===== src/source/ldst_params.svh =====
`ifndef LDST_PARAMS_SVH
`define LDST_PARAMS_SVH

// System bus data width in bits
`define LDST_AXI_DATA_W 64

// Data width of one cluster port
`define LDST_CL_DATA_W 16

// Number of clusters fed by the read path
`define LDST_NR_CL 8

// Byte address width
`define LDST_ADDR_W 32

// 4 KiB pages
`define LDST_PAGE_BITS 12

// AXI4 burst limit in beats
`define LDST_MAX_BURST 256

// Width of a vector length in elements
`define LDST_VL_W 16

`endif


===== src/source/ldst_addr_pkg.sv =====
`include "ldst_params.svh"

package ldst_addr_pkg;

  // Byte address on the system bus
  typedef logic [`LDST_ADDR_W-1:0] addr_t;

  // Address split at the page boundary
  typedef struct packed {
    logic [`LDST_ADDR_W-`LDST_PAGE_BITS-1:0] page;
    logic [`LDST_PAGE_BITS-1:0]              offset;
  } page_split_t;

  // Flat view for arithmetic, split view for page tests
  typedef union packed {
    addr_t       flat;
    page_split_t split;
  } page_addr_u;

  // AXI len field, beats minus one
  typedef logic [7:0] ar_len_t;

  // Beat count of one burst, wide enough for a full page of beats
  typedef logic [`LDST_PAGE_BITS:0] beat_cnt_t;

  // Vector length in elements
  typedef logic [`LDST_VL_W-1:0] vl_t;

  // Element width code, element size is 1 << vsew bytes
  typedef logic [1:0] vsew_t;

endpackage


===== src/source/ldst_beat_pkg.sv =====
`include "ldst_params.svh"

package ldst_beat_pkg;

  // One beat of the wide system bus
  typedef logic [`LDST_AXI_DATA_W-1:0] axi_data_t;

  // One slice as seen by a cluster port
  typedef logic [`LDST_CL_DATA_W-1:0] cl_data_t;

  // AXI read response code
  typedef logic [1:0] rresp_t;

  // Index of the next cluster to fill
  typedef logic [$clog2(`LDST_NR_CL)-1:0] cl_ptr_t;

endpackage


===== src/source/burst_if.sv =====
`timescale 1ns/1ps

interface burst_if;
  import ldst_addr_pkg::*;

  // Current position of the outstanding load
  addr_t   cur_addr;
  vl_t     rem_vl;
  vsew_t   vsew;

  // Burst computed for that position
  ar_len_t ar_len;
  addr_t   next_addr;
  vl_t     vl_done;
  logic    last_burst;

  modport ctrl (
    output cur_addr, rem_vl, vsew,
    input  ar_len, next_addr, vl_done, last_burst
  );

  modport calc (
    input  cur_addr, rem_vl, vsew,
    output ar_len, next_addr, vl_done, last_burst
  );

endinterface


===== src/source/burst_calc.sv =====
`timescale 1ns/1ps
`include "ldst_params.svh"

module burst_calc (
  burst_if.calc burst
);
  import ldst_addr_pkg::*;

  localparam int unsigned BEAT_BYTES = `LDST_AXI_DATA_W / 8;
  localparam int unsigned BEAT_SHIFT = $clog2(BEAT_BYTES);
  localparam int unsigned MAX_BURST  = `LDST_MAX_BURST;

  page_addr_u start_u;
  page_addr_u last_u;
  page_addr_u end_u;
  page_addr_u cur_u;
  page_addr_u tail_u;
  addr_t      byte_len;
  addr_t      span;
  addr_t      next_addr;
  beat_cnt_t  beats;

  always_comb begin
    byte_len = addr_t'(burst.rem_vl) << burst.vsew;

    // Beat aligned start of this burst
    start_u.flat = burst.cur_addr & ~addr_t'(BEAT_BYTES - 1);

    // Last byte of the beat that holds the final element
    last_u.flat = (burst.cur_addr + byte_len - addr_t'(1)) | addr_t'(BEAT_BYTES - 1);

    // Stop at the end of the start page
    end_u = last_u;
    if (last_u.split.page != start_u.split.page) begin
      end_u.split.page   = start_u.split.page;
      end_u.split.offset = '1;
    end

    span  = end_u.flat - start_u.flat;
    beats = beat_cnt_t'(span >> BEAT_SHIFT) + beat_cnt_t'(1);

    // Long loads inside one page are cut at the AXI burst limit
    if (beats > beat_cnt_t'(MAX_BURST)) begin
      beats      = beat_cnt_t'(MAX_BURST);
      end_u.flat = start_u.flat + addr_t'(MAX_BURST * BEAT_BYTES) - addr_t'(1);
    end
  end

  assign next_addr = end_u.flat + addr_t'(1);

  assign burst.ar_len     = ar_len_t'(beats - beat_cnt_t'(1));
  assign burst.next_addr  = next_addr;
  assign burst.vl_done    = vl_t'((next_addr - burst.cur_addr) >> burst.vsew);
  assign burst.last_burst = burst.rem_vl <= burst.vl_done;

  // Page views of what the AR channel will actually carry
  assign cur_u.flat  = burst.cur_addr;
  assign tail_u.flat = next_addr - addr_t'(1);

  // The final byte of the issued burst sits in the page of its first byte
  a_same_page: assert final (
    $isunknown(burst.cur_addr) || (tail_u.split.page == cur_u.split.page)
  ) else $error("burst crosses a 4 KiB page");

endmodule


===== src/source/ar_req_ctrl.sv =====
`timescale 1ns/1ps

module ar_req_ctrl (
  input  logic                   clk_i,
  input  logic                   rst_ni,

  // Vector load request
  input  logic                   req_valid_i,
  output logic                   req_ready_o,
  input  ldst_addr_pkg::addr_t   req_addr_i,
  input  ldst_addr_pkg::vl_t     req_vl_i,
  input  ldst_addr_pkg::vsew_t   req_vsew_i,

  // AR channel towards the system bus
  output logic                   ar_valid_o,
  input  logic                   ar_ready_i,
  output ldst_addr_pkg::addr_t   ar_addr_o,
  output ldst_addr_pkg::ar_len_t ar_len_o,
  output logic                   done_o,

  // Burst calculation for the current position
  burst_if.ctrl                  burst
);
  import ldst_addr_pkg::*;

  logic  busy_q;
  addr_t addr_q;
  vl_t   vl_q;
  vsew_t vsew_q;

  logic  req_hs;
  logic  ar_hs;

  assign req_ready_o = ~busy_q;
  assign req_hs      = req_valid_i & req_ready_o;

  // One burst is presented as long as a load is outstanding
  assign ar_valid_o = busy_q;
  assign ar_addr_o  = addr_q;
  assign ar_len_o   = burst.ar_len;
  assign ar_hs      = ar_valid_o & ar_ready_i;

  assign done_o = ar_hs & burst.last_burst;

  assign burst.cur_addr = addr_q;
  assign burst.rem_vl   = vl_q;
  assign burst.vsew     = vsew_q;

  always_ff @(posedge clk_i or negedge rst_ni) begin
    if (!rst_ni) begin
      busy_q <= 1'b0;
      addr_q <= '0;
      vl_q   <= '0;
      vsew_q <= '0;
    end else if (req_hs) begin
      busy_q <= 1'b1;
      addr_q <= req_addr_i;
      vl_q   <= req_vl_i;
      vsew_q <= req_vsew_i;
    end else if (ar_hs) begin
      if (burst.last_burst) begin
        busy_q <= 1'b0;
      end else begin
        // Later bursts start on a beat boundary
        addr_q <= burst.next_addr;
        vl_q   <= vl_q - burst.vl_done;
      end
    end
  end

  // A stalled AR keeps its address and the length computed downstream
  property p_ar_stable;
    @(posedge clk_i) disable iff (!rst_ni)
      ar_valid_o && !ar_ready_i |=> ar_valid_o && $stable(ar_addr_o) && $stable(ar_len_o);
  endproperty
  a_ar_stable: assert property (p_ar_stable)
    else $error("AR fields changed while stalled");

  // Requests are taken only while idle, and AR follows one cycle later
  property p_accept_idle;
    @(posedge clk_i) disable iff (!rst_ni)
      req_valid_i && req_ready_o |-> !ar_valid_o ##1 ar_valid_o;
  endproperty
  a_accept_idle: assert property (p_accept_idle)
    else $error("request accepted while a load is outstanding");

endmodule


===== src/source/r_beat_distributor.sv =====
`timescale 1ns/1ps
`include "ldst_params.svh"

module r_beat_distributor (
  input  logic                                        clk_i,
  input  logic                                        rst_ni,

  // R channel from the system bus
  input  logic                                        r_valid_i,
  output logic                                        r_ready_o,
  input  ldst_beat_pkg::axi_data_t                    r_data_i,
  input  ldst_beat_pkg::rresp_t                       r_resp_i,
  input  logic                                        r_last_i,

  // Narrow cluster ports
  input  logic [`LDST_NR_CL-1:0]                      cl_r_ready_i,
  output logic                                        cl_r_valid_o,
  output ldst_beat_pkg::cl_data_t [`LDST_NR_CL-1:0]   cl_r_data_o,
  output ldst_beat_pkg::rresp_t                       cl_r_resp_o,
  output logic                                        cl_r_last_o
);
  import ldst_beat_pkg::*;

  // Clusters filled by one wide beat
  localparam int unsigned SLICES = `LDST_AXI_DATA_W / `LDST_CL_DATA_W;
  localparam int unsigned NR_CL  = `LDST_NR_CL;

  cl_ptr_t                ptr_q;
  cl_data_t [NR_CL-1:0]   slice_q;
  rresp_t                 resp_q;
  logic                   last_q;
  logic                   valid_q;

  logic                   r_hs;
  logic                   group_done;

  // Every cluster must be able to take its slice
  assign r_ready_o = &cl_r_ready_i;
  assign r_hs      = r_valid_i & r_ready_o;

  // Group closes on the beat that fills the top cluster or on last
  assign group_done = r_hs & ((ptr_q == cl_ptr_t'(NR_CL - SLICES)) | r_last_i);

  always_ff @(posedge clk_i or negedge rst_ni) begin
    if (!rst_ni) begin
      ptr_q   <= '0;
      valid_q <= 1'b0;
    end else begin
      valid_q <= group_done;
      if (group_done) begin
        ptr_q <= '0;
      end else if (r_hs) begin
        ptr_q <= cl_ptr_t'(ptr_q + SLICES);
      end
    end
  end

  // Slices of clusters not reached by this group keep older data
  always_ff @(posedge clk_i) begin
    if (r_hs) begin
      for (int i = 0; i < SLICES; i++) begin
        slice_q[cl_ptr_t'(ptr_q + i)] <= r_data_i[i*`LDST_CL_DATA_W +: `LDST_CL_DATA_W];
      end
    end
    if (group_done) begin
      resp_q <= r_resp_i;
      last_q <= r_last_i;
    end
  end

  assign cl_r_valid_o = valid_q;
  assign cl_r_data_o  = slice_q;
  assign cl_r_resp_o  = resp_q;
  assign cl_r_last_o  = last_q;

  // Pointer moves in whole beats and is back at zero when a group is out
  property p_ptr_aligned;
    @(posedge clk_i) disable iff (!rst_ni)
      ((ptr_q % SLICES) == 0) && (cl_r_valid_o -> (ptr_q == '0));
  endproperty
  a_ptr_aligned: assert property (p_ptr_aligned)
    else $error("cluster pointer off a beat boundary");

endmodule


===== src/source/ldst_read_top.sv =====
`timescale 1ns/1ps
`include "ldst_params.svh"

module ldst_read_top (
  input  logic                                        clk_i,
  input  logic                                        rst_ni,

  // Vector load request
  input  logic                                        req_valid_i,
  output logic                                        req_ready_o,
  input  ldst_addr_pkg::addr_t                        req_addr_i,
  input  ldst_addr_pkg::vl_t                          req_vl_i,
  input  ldst_addr_pkg::vsew_t                        req_vsew_i,

  // AR channel
  output logic                                        ar_valid_o,
  input  logic                                        ar_ready_i,
  output ldst_addr_pkg::addr_t                        ar_addr_o,
  output ldst_addr_pkg::ar_len_t                      ar_len_o,
  output logic                                        done_o,

  // R channel
  input  logic                                        r_valid_i,
  output logic                                        r_ready_o,
  input  ldst_beat_pkg::axi_data_t                    r_data_i,
  input  ldst_beat_pkg::rresp_t                       r_resp_i,
  input  logic                                        r_last_i,

  // Cluster read ports
  output logic                                        cl_r_valid_o,
  output ldst_beat_pkg::cl_data_t [`LDST_NR_CL-1:0]   cl_r_data_o,
  output ldst_beat_pkg::rresp_t                       cl_r_resp_o,
  output logic                                        cl_r_last_o,
  input  logic [`LDST_NR_CL-1:0]                      cl_r_ready_i
);

  burst_if u_burst_if ();

  ar_req_ctrl u_ar_req_ctrl (
    .clk_i       (clk_i),
    .rst_ni      (rst_ni),
    .req_valid_i (req_valid_i),
    .req_ready_o (req_ready_o),
    .req_addr_i  (req_addr_i),
    .req_vl_i    (req_vl_i),
    .req_vsew_i  (req_vsew_i),
    .ar_valid_o  (ar_valid_o),
    .ar_ready_i  (ar_ready_i),
    .ar_addr_o   (ar_addr_o),
    .ar_len_o    (ar_len_o),
    .done_o      (done_o),
    .burst       (u_burst_if.ctrl)
  );

  burst_calc u_burst_calc (
    .burst (u_burst_if.calc)
  );

  r_beat_distributor u_r_beat_distributor (
    .clk_i        (clk_i),
    .rst_ni       (rst_ni),
    .r_valid_i    (r_valid_i),
    .r_ready_o    (r_ready_o),
    .r_data_i     (r_data_i),
    .r_resp_i     (r_resp_i),
    .r_last_i     (r_last_i),
    .cl_r_ready_i (cl_r_ready_i),
    .cl_r_valid_o (cl_r_valid_o),
    .cl_r_data_o  (cl_r_data_o),
    .cl_r_resp_o  (cl_r_resp_o),
    .cl_r_last_o  (cl_r_last_o)
  );

endmodule


===== config.mk =====
export PLATFORM = sky130hd
export DESIGN_NAME = ldst_read_top
export DESIGN_NICKNAME = d
export VERILOG_FILES = /design/src/source/ldst_addr_pkg.sv /design/src/source/ldst_beat_pkg.sv /design/src/source/burst_if.sv /design/src/source/burst_calc.sv /design/src/source/ar_req_ctrl.sv /design/src/source/r_beat_distributor.sv /design/src/source/ldst_read_top.sv
export VERILOG_INCLUDE_DIRS = /design/src /design/src/source
export SDC_FILE = /design/constraint.sdc
export NUM_CORES = 1
export LEC_CHECK = 0
export BUFFER_PORTS_ARGS = -buffer_cell sky130_fd_sc_hd__buf_2
export CORE_MARGIN = 2
export CORE_UTILIZATION = 30
export DETAILED_ROUTE_END_ITERATION = 16
export PLACE_DENSITY = 0.55
export SYNTH_ARGS = -nofsm -noshare
export SYNTH_HDL_FRONTEND = slang
export SYNTH_SLANG_ARGS = --single-unit

===== constraint.sdc =====
create_clock -name clk_i -period 14.7 [get_ports clk_i]
set_input_delay 1.47 -clock clk_i [delete_from_list [all_inputs] [get_ports clk_i]]
set_output_delay 1.47 -clock clk_i [all_outputs]
set_load 0.005 [all_outputs]

==> Word level (Yosys, flattened, before mapping) <==
Cells that the tools add are included.
W data, S select, Z words.
{ "op_classes": {"add_sub_neg": 14, "order_cmp": 10, "eq_ne": 3, "n_shift": 2, "mux": 26, "bitwise_logic": 7, "n_reduce_logical": 10} }
{ "ops": {"columns": ["op", "n"], "rows": [
  ["$bwmux W128", 4],
  ["$demux W16 S3", 4],
  ["$mux W32", 5],
  ["$mux W16", 7],
  ["$sub A32 B1 Y32 const B", 2],
  ["$add A32 B1 Y32 const B", 1],
  ["$add A32 B12 Y32 const B", 1],
  ["$add A32 B32 Y32", 1],
  ["$shl A16 B2 Y32", 1],
  ["$shr A32 B2 Y16", 1],
  ["$sub A16 B16 Y16", 2],
  ["$sub A32 B32 Y32", 1],
  ["$ne A20 B20 Y1", 1],
  ["$le A16 B16 Y1", 1],
  ["$lt A3 B4 Y1 const B", 4],
  ["$add A13 B1 Y13 const B", 1],
  ["$gt A13 B9 Y1 const B", 1],
  ["$ge A3 B1 Y1 const B", 4],
  ["$mux W8", 1],
  ["$reduce_and A8 Y1", 1],
  ["$sub A8 B1 Y8 const B", 1],
  ["$add A3 B2 Y3 const B", 2],
  ["$mux W3", 2],
  ["$reduce_bool A2 Y1", 3],
  ["other kinds (10)", 20]
]} }
{ "word_totals": {"ff_bits": 186, "inputBits": 130, "output_inout_bits": 176, "elab_cells": 88} }

==> Depth between registers and ports, before layout <==
{ "depth": {"word_depth": 16, "mapped_depth": 62, "depth_no_buf": 53} }

==> Cells and area by module <==
Synthesis repeated with hierarchy kept, for this count alone.
{ "hier_totals": {"hier_cells": 1806, "hier_area_um2": 15866.5} }
{ "modules_own_cells": {"columns": ["module", "instances", "cells_each", "area_per_inst_um2", "seq_area_each_um2"], "rows": [
  ["burst_calc", 1, 1089, 7454.6, 0.0],
  ["r_beat_distributor", 1, 290, 5001.0, 3983.8],
  ["ar_req_ctrl", 1, 427, 3410.8, 1276.2]
]} }

==> Least setup slack after synthesis <==
Ideal clock, no wire load.
{ "synth_timing": {"kind": "flip-flop to output port", "startpoint": "register u_ar_req_ctrl.vsew_q[0], in the netlist u_ar_req_ctrl.burst.vsew[0]", "endpoint": "output port done_o", "arrival_ns": 11.691, "t_required_ns": 13.230, "setup_slack_ns": 1.539, "stages_incl_launch_ff": 57, "path_buffers": 9, "cell_sequence": "dfrtp_1 -> buf_2 -> buf_1 -> clkbuf_1 -> a211oi_1 -> a21oi_1 -> inv_1 -> ha_1 -> inv_1 -> ha_1 -> clkbuf_1 -> nand2_1 -> o21ai_0 -> nor3_1 -> o21ai_0 -> o21ai_0 -> or4b_1 -> nor4_1 -> [21 not listed] -> mux2_2 -> ha_1 -> o21a_1 -> o31ai_1 -> a21oi_1 -> o21a_1 -> o21ai_0 -> a21oi_1 -> a21o_1 -> a21oi_1 -> xnor2_1 -> a31oi_1 -> ha_1 -> inv_1 -> nor3_1 -> o211ai_1 -> a32oi_1 -> nor2_1"} }
{ "synth_between": {"elab_chain_cells": 14} }
{ "synth_lines": {"columns": ["item", "line", "source"], "rows": [
  ["from (decl)", "ar_req_ctrl.sv:29", "vsew_t vsew_q;"],
  ["from (signal assigned)", "ar_req_ctrl.sv:59", "vsew_q <= req_vsew_i;"],
  ["$shl A16 B2 Y32", "burst_calc.sv:24", "byte_len = addr_t'(burst.rem_vl) << burst.vsew;"],
  ["$add A32 B32 Y32", "burst_calc.sv:30", "last_u.flat = (burst.cur_addr + byte_len - addr_t'(1)) | addr_t'(BEAT_BYTES - 1);"],
  ["$sub A32 B1 Y32", "burst_calc.sv:30", null],
  ["$ne A20 B20 Y1", "burst_calc.sv:34", "if (last_u.split.page != start_u.split.page) begin"],
  ["$mux W32", "burst_calc.sv:34", null],
  ["$sub A16 B16 Y16", "burst_calc.sv:39", "span = end_u.flat - start_u.flat;"],
  ["$add A13 B1 Y13", "burst_calc.sv:40", "beats = beat_cnt_t'(span >> BEAT_SHIFT) + beat_cnt_t'(1);"],
  ["$gt A13 B9 Y1", "burst_calc.sv:43", "if (beats > beat_cnt_t'(MAX_BURST)) begin"],
  ["$mux W32", "burst_calc.sv:43", null],
  ["$add A32 B1 Y32", "burst_calc.sv:49", "assign next_addr = end_u.flat + addr_t'(1);"],
  ["$sub A32 B32 Y32", "burst_calc.sv:53", "assign burst.vl_done = vl_t'((next_addr - burst.cur_addr) >> burst.vsew);"],
  ["$shr A32 B2 Y16 *", "burst_calc.sv:53", null],
  ["$le A16 B16 Y1 *", "burst_calc.sv:54", "assign burst.last_burst = burst.rem_vl <= burst.vl_done;"],
  ["$and A1 B1 Y1 *", "ar_req_ctrl.sv:43", "assign done_o = ar_hs & burst.last_burst;"],
  ["to (decl)", "ldst_read_top.sv:20", "output logic done_o,"]
]} }
Every way passes the cells marked *; elsewhere a longest branch is shown, timed or not.

==> Worst setup path in the final report <==
Ends and elaborated chain as after synthesis.

==> impl_results.md <==
- Mean post-synth cell area: 8.92 um2
- Slew HR: 29.8%
- # IOs: 306
- Max Root-Sink Buffers: 2
- Final Skew: 0.00889 ns
- Final-stage net count: 2192
- Chip width: 228 um
- Initial core utilization: 30.2%
- Final setup vio count: 0
- Wirelength per Cell: 19.4 um
- Clock root buffer: clkbuf_16
- Worst setup SP type: register
- Critical path type: register to primary output
- Synth area leaders: edfxtp_1 (26%), dfrtp_1 (8.8%), ha_1 (8.8%), xnor2_1 (4.5%), nand2_1 (3.5%)
- GRT Total Usage: 19.3%
- Cell Count Post-Placement: 2601
- Register area: 5270 um2
- Vias in the first global route: 13700
- Die area: 51900 um2
- H-tree depth: 4
- Routed Antenna Nets: 0
- Max-cap violations: 0
- HP Class: register to register
- Area of the multi-input gates: 9110 um2
- Clk_lat worst skew: 0.49 ns
- CP max-delay cell: or4b_1
- First-pass GRT wire length: 78.2 mm
- Synth cell types: 95
- Fin area: 18000 um2
- Layout Area Growth over Synthesis: 20.0%
- Post-Layout Cell Count: 2639
- Top FF cell, synth: edfxtp_1
- Largest net degree at the start of global routing: 107
- Final hold violation count: 0
- Antenna violations before repair: 0
- Share of post-route cells with drive strength above 1: 22.4%
- Ys async rst share: 28.8%
- Hold Path Cell Cnt: 2
- Sequential share of the synthesized area: 35.0%
- Synth Cell Area: 15000 um2
- CTS tree: done
- FF+latch count, synth: 184
- # rows: 82
- Die height: 228 um
- CP Capture Type: primary output
- DRT iter0 DRCs: 1009
- Status: completed
- PortBufs: 305
- Vias post-DR: 13900
- Synth top area share: 26.2%
- Vias per cell: 5.27
- DP Wirelength: 40.4 mm
- Total CTS buffers: 17
- Worst path most repeated cell: ha_1
- R2R cell count: 48
- Maximum fanout along the worst path: 25
- Wirelength, routed: 51.2 mm
- Final worst path period need: 14.02 ns
- Post-Syn Nets: 1923
- Synth Instances: 1685
- Fill count: 5192
- RePlAce Congestion: 0.930
- Syn. warnings: 0
- Crit path DAT: 12.55 ns
- Synth area leader: edfxtp_1
- Drt pass-1 iters: 5
- Diodes inserted: 0
- # clock sinks: 184
- CP max stage delay: 0.53 ns
- Worst-path clk slew: 0.08 ns
- Overflow after GRT: 0
- Tcrit/Tclk final: 95.3%
- Number of synthesized flops with an enable pin: 131
- Critical path data required time: 13.23 ns
- Max Fclk: 71.4 MHz
- Placed cell areas: 17300 um2
- Core ar.: 49900 um2
- DRC violations left: 0
- Final slew viol count: 0
- Worst-Margin Slew: 1.05 ns
[cells in the mapped netlist, drive strengths merged, types with 25 or more instances]
cell type	n
nor2b	75
ha	106
nand4	25
nand2	140
nand3	39
nor2	123
inv	118
dfrtp	53
and2	72
edfxtp	131
a21oi	87
clkbuf	70
xnor2	77
mux2i	29
xor2	34
o21ai	81
nor3	40
[worst max-delay path, delay by kind of cell, from the launching register on]
kind                       cells  cell delay (ns)
AOI/OAI and AO/OA             20             4.42
xor gates and xnor gates       2             0.32
adders and majority gates      6             1.78
buffers and inverters          5             0.57
DFF                            1             0.48
muxes                          3             1.04
and+or+nand+nor               11             3.41
[registers in the layout, summed over array words and instances, names as in the netlist]
| signal | flops |
|---|---|
| u_ar_req_ctrl.ar_addr_o | 32 |
| u_ar_req_ctrl.ar_valid_o | 1 |
| u_ar_req_ctrl.burst.rem_vl | 16 |
| u_ar_req_ctrl.burst.vsew | 2 |
| u_r_beat_distributor.cl_r_data_o | 128 |
| u_r_beat_distributor.cl_r_last_o | 1 |
| u_r_beat_distributor.cl_r_resp_o | 2 |
| u_r_beat_distributor.cl_r_valid_o | 1 |
| u_r_beat_distributor.ptr_q | 1 |
[worst paths after layout]
kind | start | end | slack (ns)
max in group asynchronous | rst_ni | u_r_beat_distributor.ptr_q[2]$_DFFE_PN0P_ | 12.91
hold reg to reg | u_ar_req_ctrl.ar_addr_o[31]$_DFFE_PN0P_ | u_ar_req_ctrl.ar_addr_o[31]$_DFFE_PN0P_ | 0.58
hold / removal | u_ar_req_ctrl.ar_addr_o[31]$_DFFE_PN0P_ | u_ar_req_ctrl.ar_addr_o[31]$_DFFE_PN0P_ | 0.58
min in group asynchronous | rst_ni | u_ar_req_ctrl.ar_addr_o[30]$_DFFE_PN0P_ | 1.12
setup / recovery | u_ar_req_ctrl.burst.vsew[0]$_DFFE_PN0P_ | done_o | 0.68
setup reg to reg | u_ar_req_ctrl.burst.vsew[0]$_DFFE_PN0P_ | u_ar_req_ctrl.ar_addr_o[9]$_DFFE_PN0P_ | 1.52
[kinds of logic (layout without fill, tap and decap cells)]
kind of cell	after synthesis	count (layout)	synth area share, %
mux	48	48	3.65
flops	184	184	35.0
xor+xnor	111	111	6.47
buf+inv	208	490	5.35
fa+ha+maj	108	108	9.09
simple gates	633	633	22.2
compound gates	393	393	18.3
[cell type report]
type	instances	area share, %
inverters	120	2.50
well taps	672	4.66
clock buffers	18	2.38
multi-input cells	1293	50.5
clock inverters	14	0.867
repair buffers	338	9.88
flip-flops and latches	184	29.2
[placed cells by master (no fill, tap or decap), types with 18 or more instances in the layout]
cell type | Yosys | final
a21oi_1 | 87 | 85
a31oi_1 | 20 | 19
and2_1 | 72 | 72
buf_2 | 7 | 305
buf_4 | 4 | 32
dfrtp_1 | 53 | 51
edfxtp_1 | 131 | 131
ha_1 | 106 | 106
inv_1 | 117 | 117
mux2i_1 | 29 | 29
nand2_1 | 140 | 140
nand3_1 | 39 | 38
nand4_1 | 25 | 25
nor2_1 | 123 | 121
nor2b_1 | 75 | 74
nor3_1 | 38 | 37
o211ai_1 | 19 | 19
o21ai_0 | 66 | 60
o21ai_1 | 14 | 20
or3_1 | 18 | 18
xnor2_1 | 77 | 76
xor2_1 | 34 | 33
[timing repair]
| action | 4_1_cts | 5_1_grt |
|---|---|---|
| pin swaps | 1 | 1 |
| resized for setup | 5 | 27 |
| hold buffers | 0 | 0 |
| setup endpoints to repair | 1 | 15 |
| setup buffers | 2 | 4 |
| gates cloned | 0 | 0 |
[layer usage]
| metal | track usage, % | vias to the layer above | wire [um] |
|---|---|---|---|
| met5 | 0 | - | 0 |
| met4 | 6.47 | 0 | 1130 |
| met3 | 4.09 | 78 | 3120 |
| met2 | 33.3 | 532 | 24600 |
| met1 | 24.0 | 6649 | 22400 |
| li1 | - | 6643 | - |
[through the flow]
stage	TNS (ns)	util (%)	hold WS (ns)	setup WS, ns
after detailed placement	0	34.7	0.564	0.286
after global placement	0	34.7	0.561	0.592
after floorplan	0	-	0.514	1.54
after CTS	0	35.9	0.586	0.110
after global routing	-0.113	36.2	0.619	-0.113
final	0	36.2	0.583	0.685
Power is left out: the tool's default activity adds up to more than one toggle a clock period on the data nets, which glitch-free logic cannot reach.
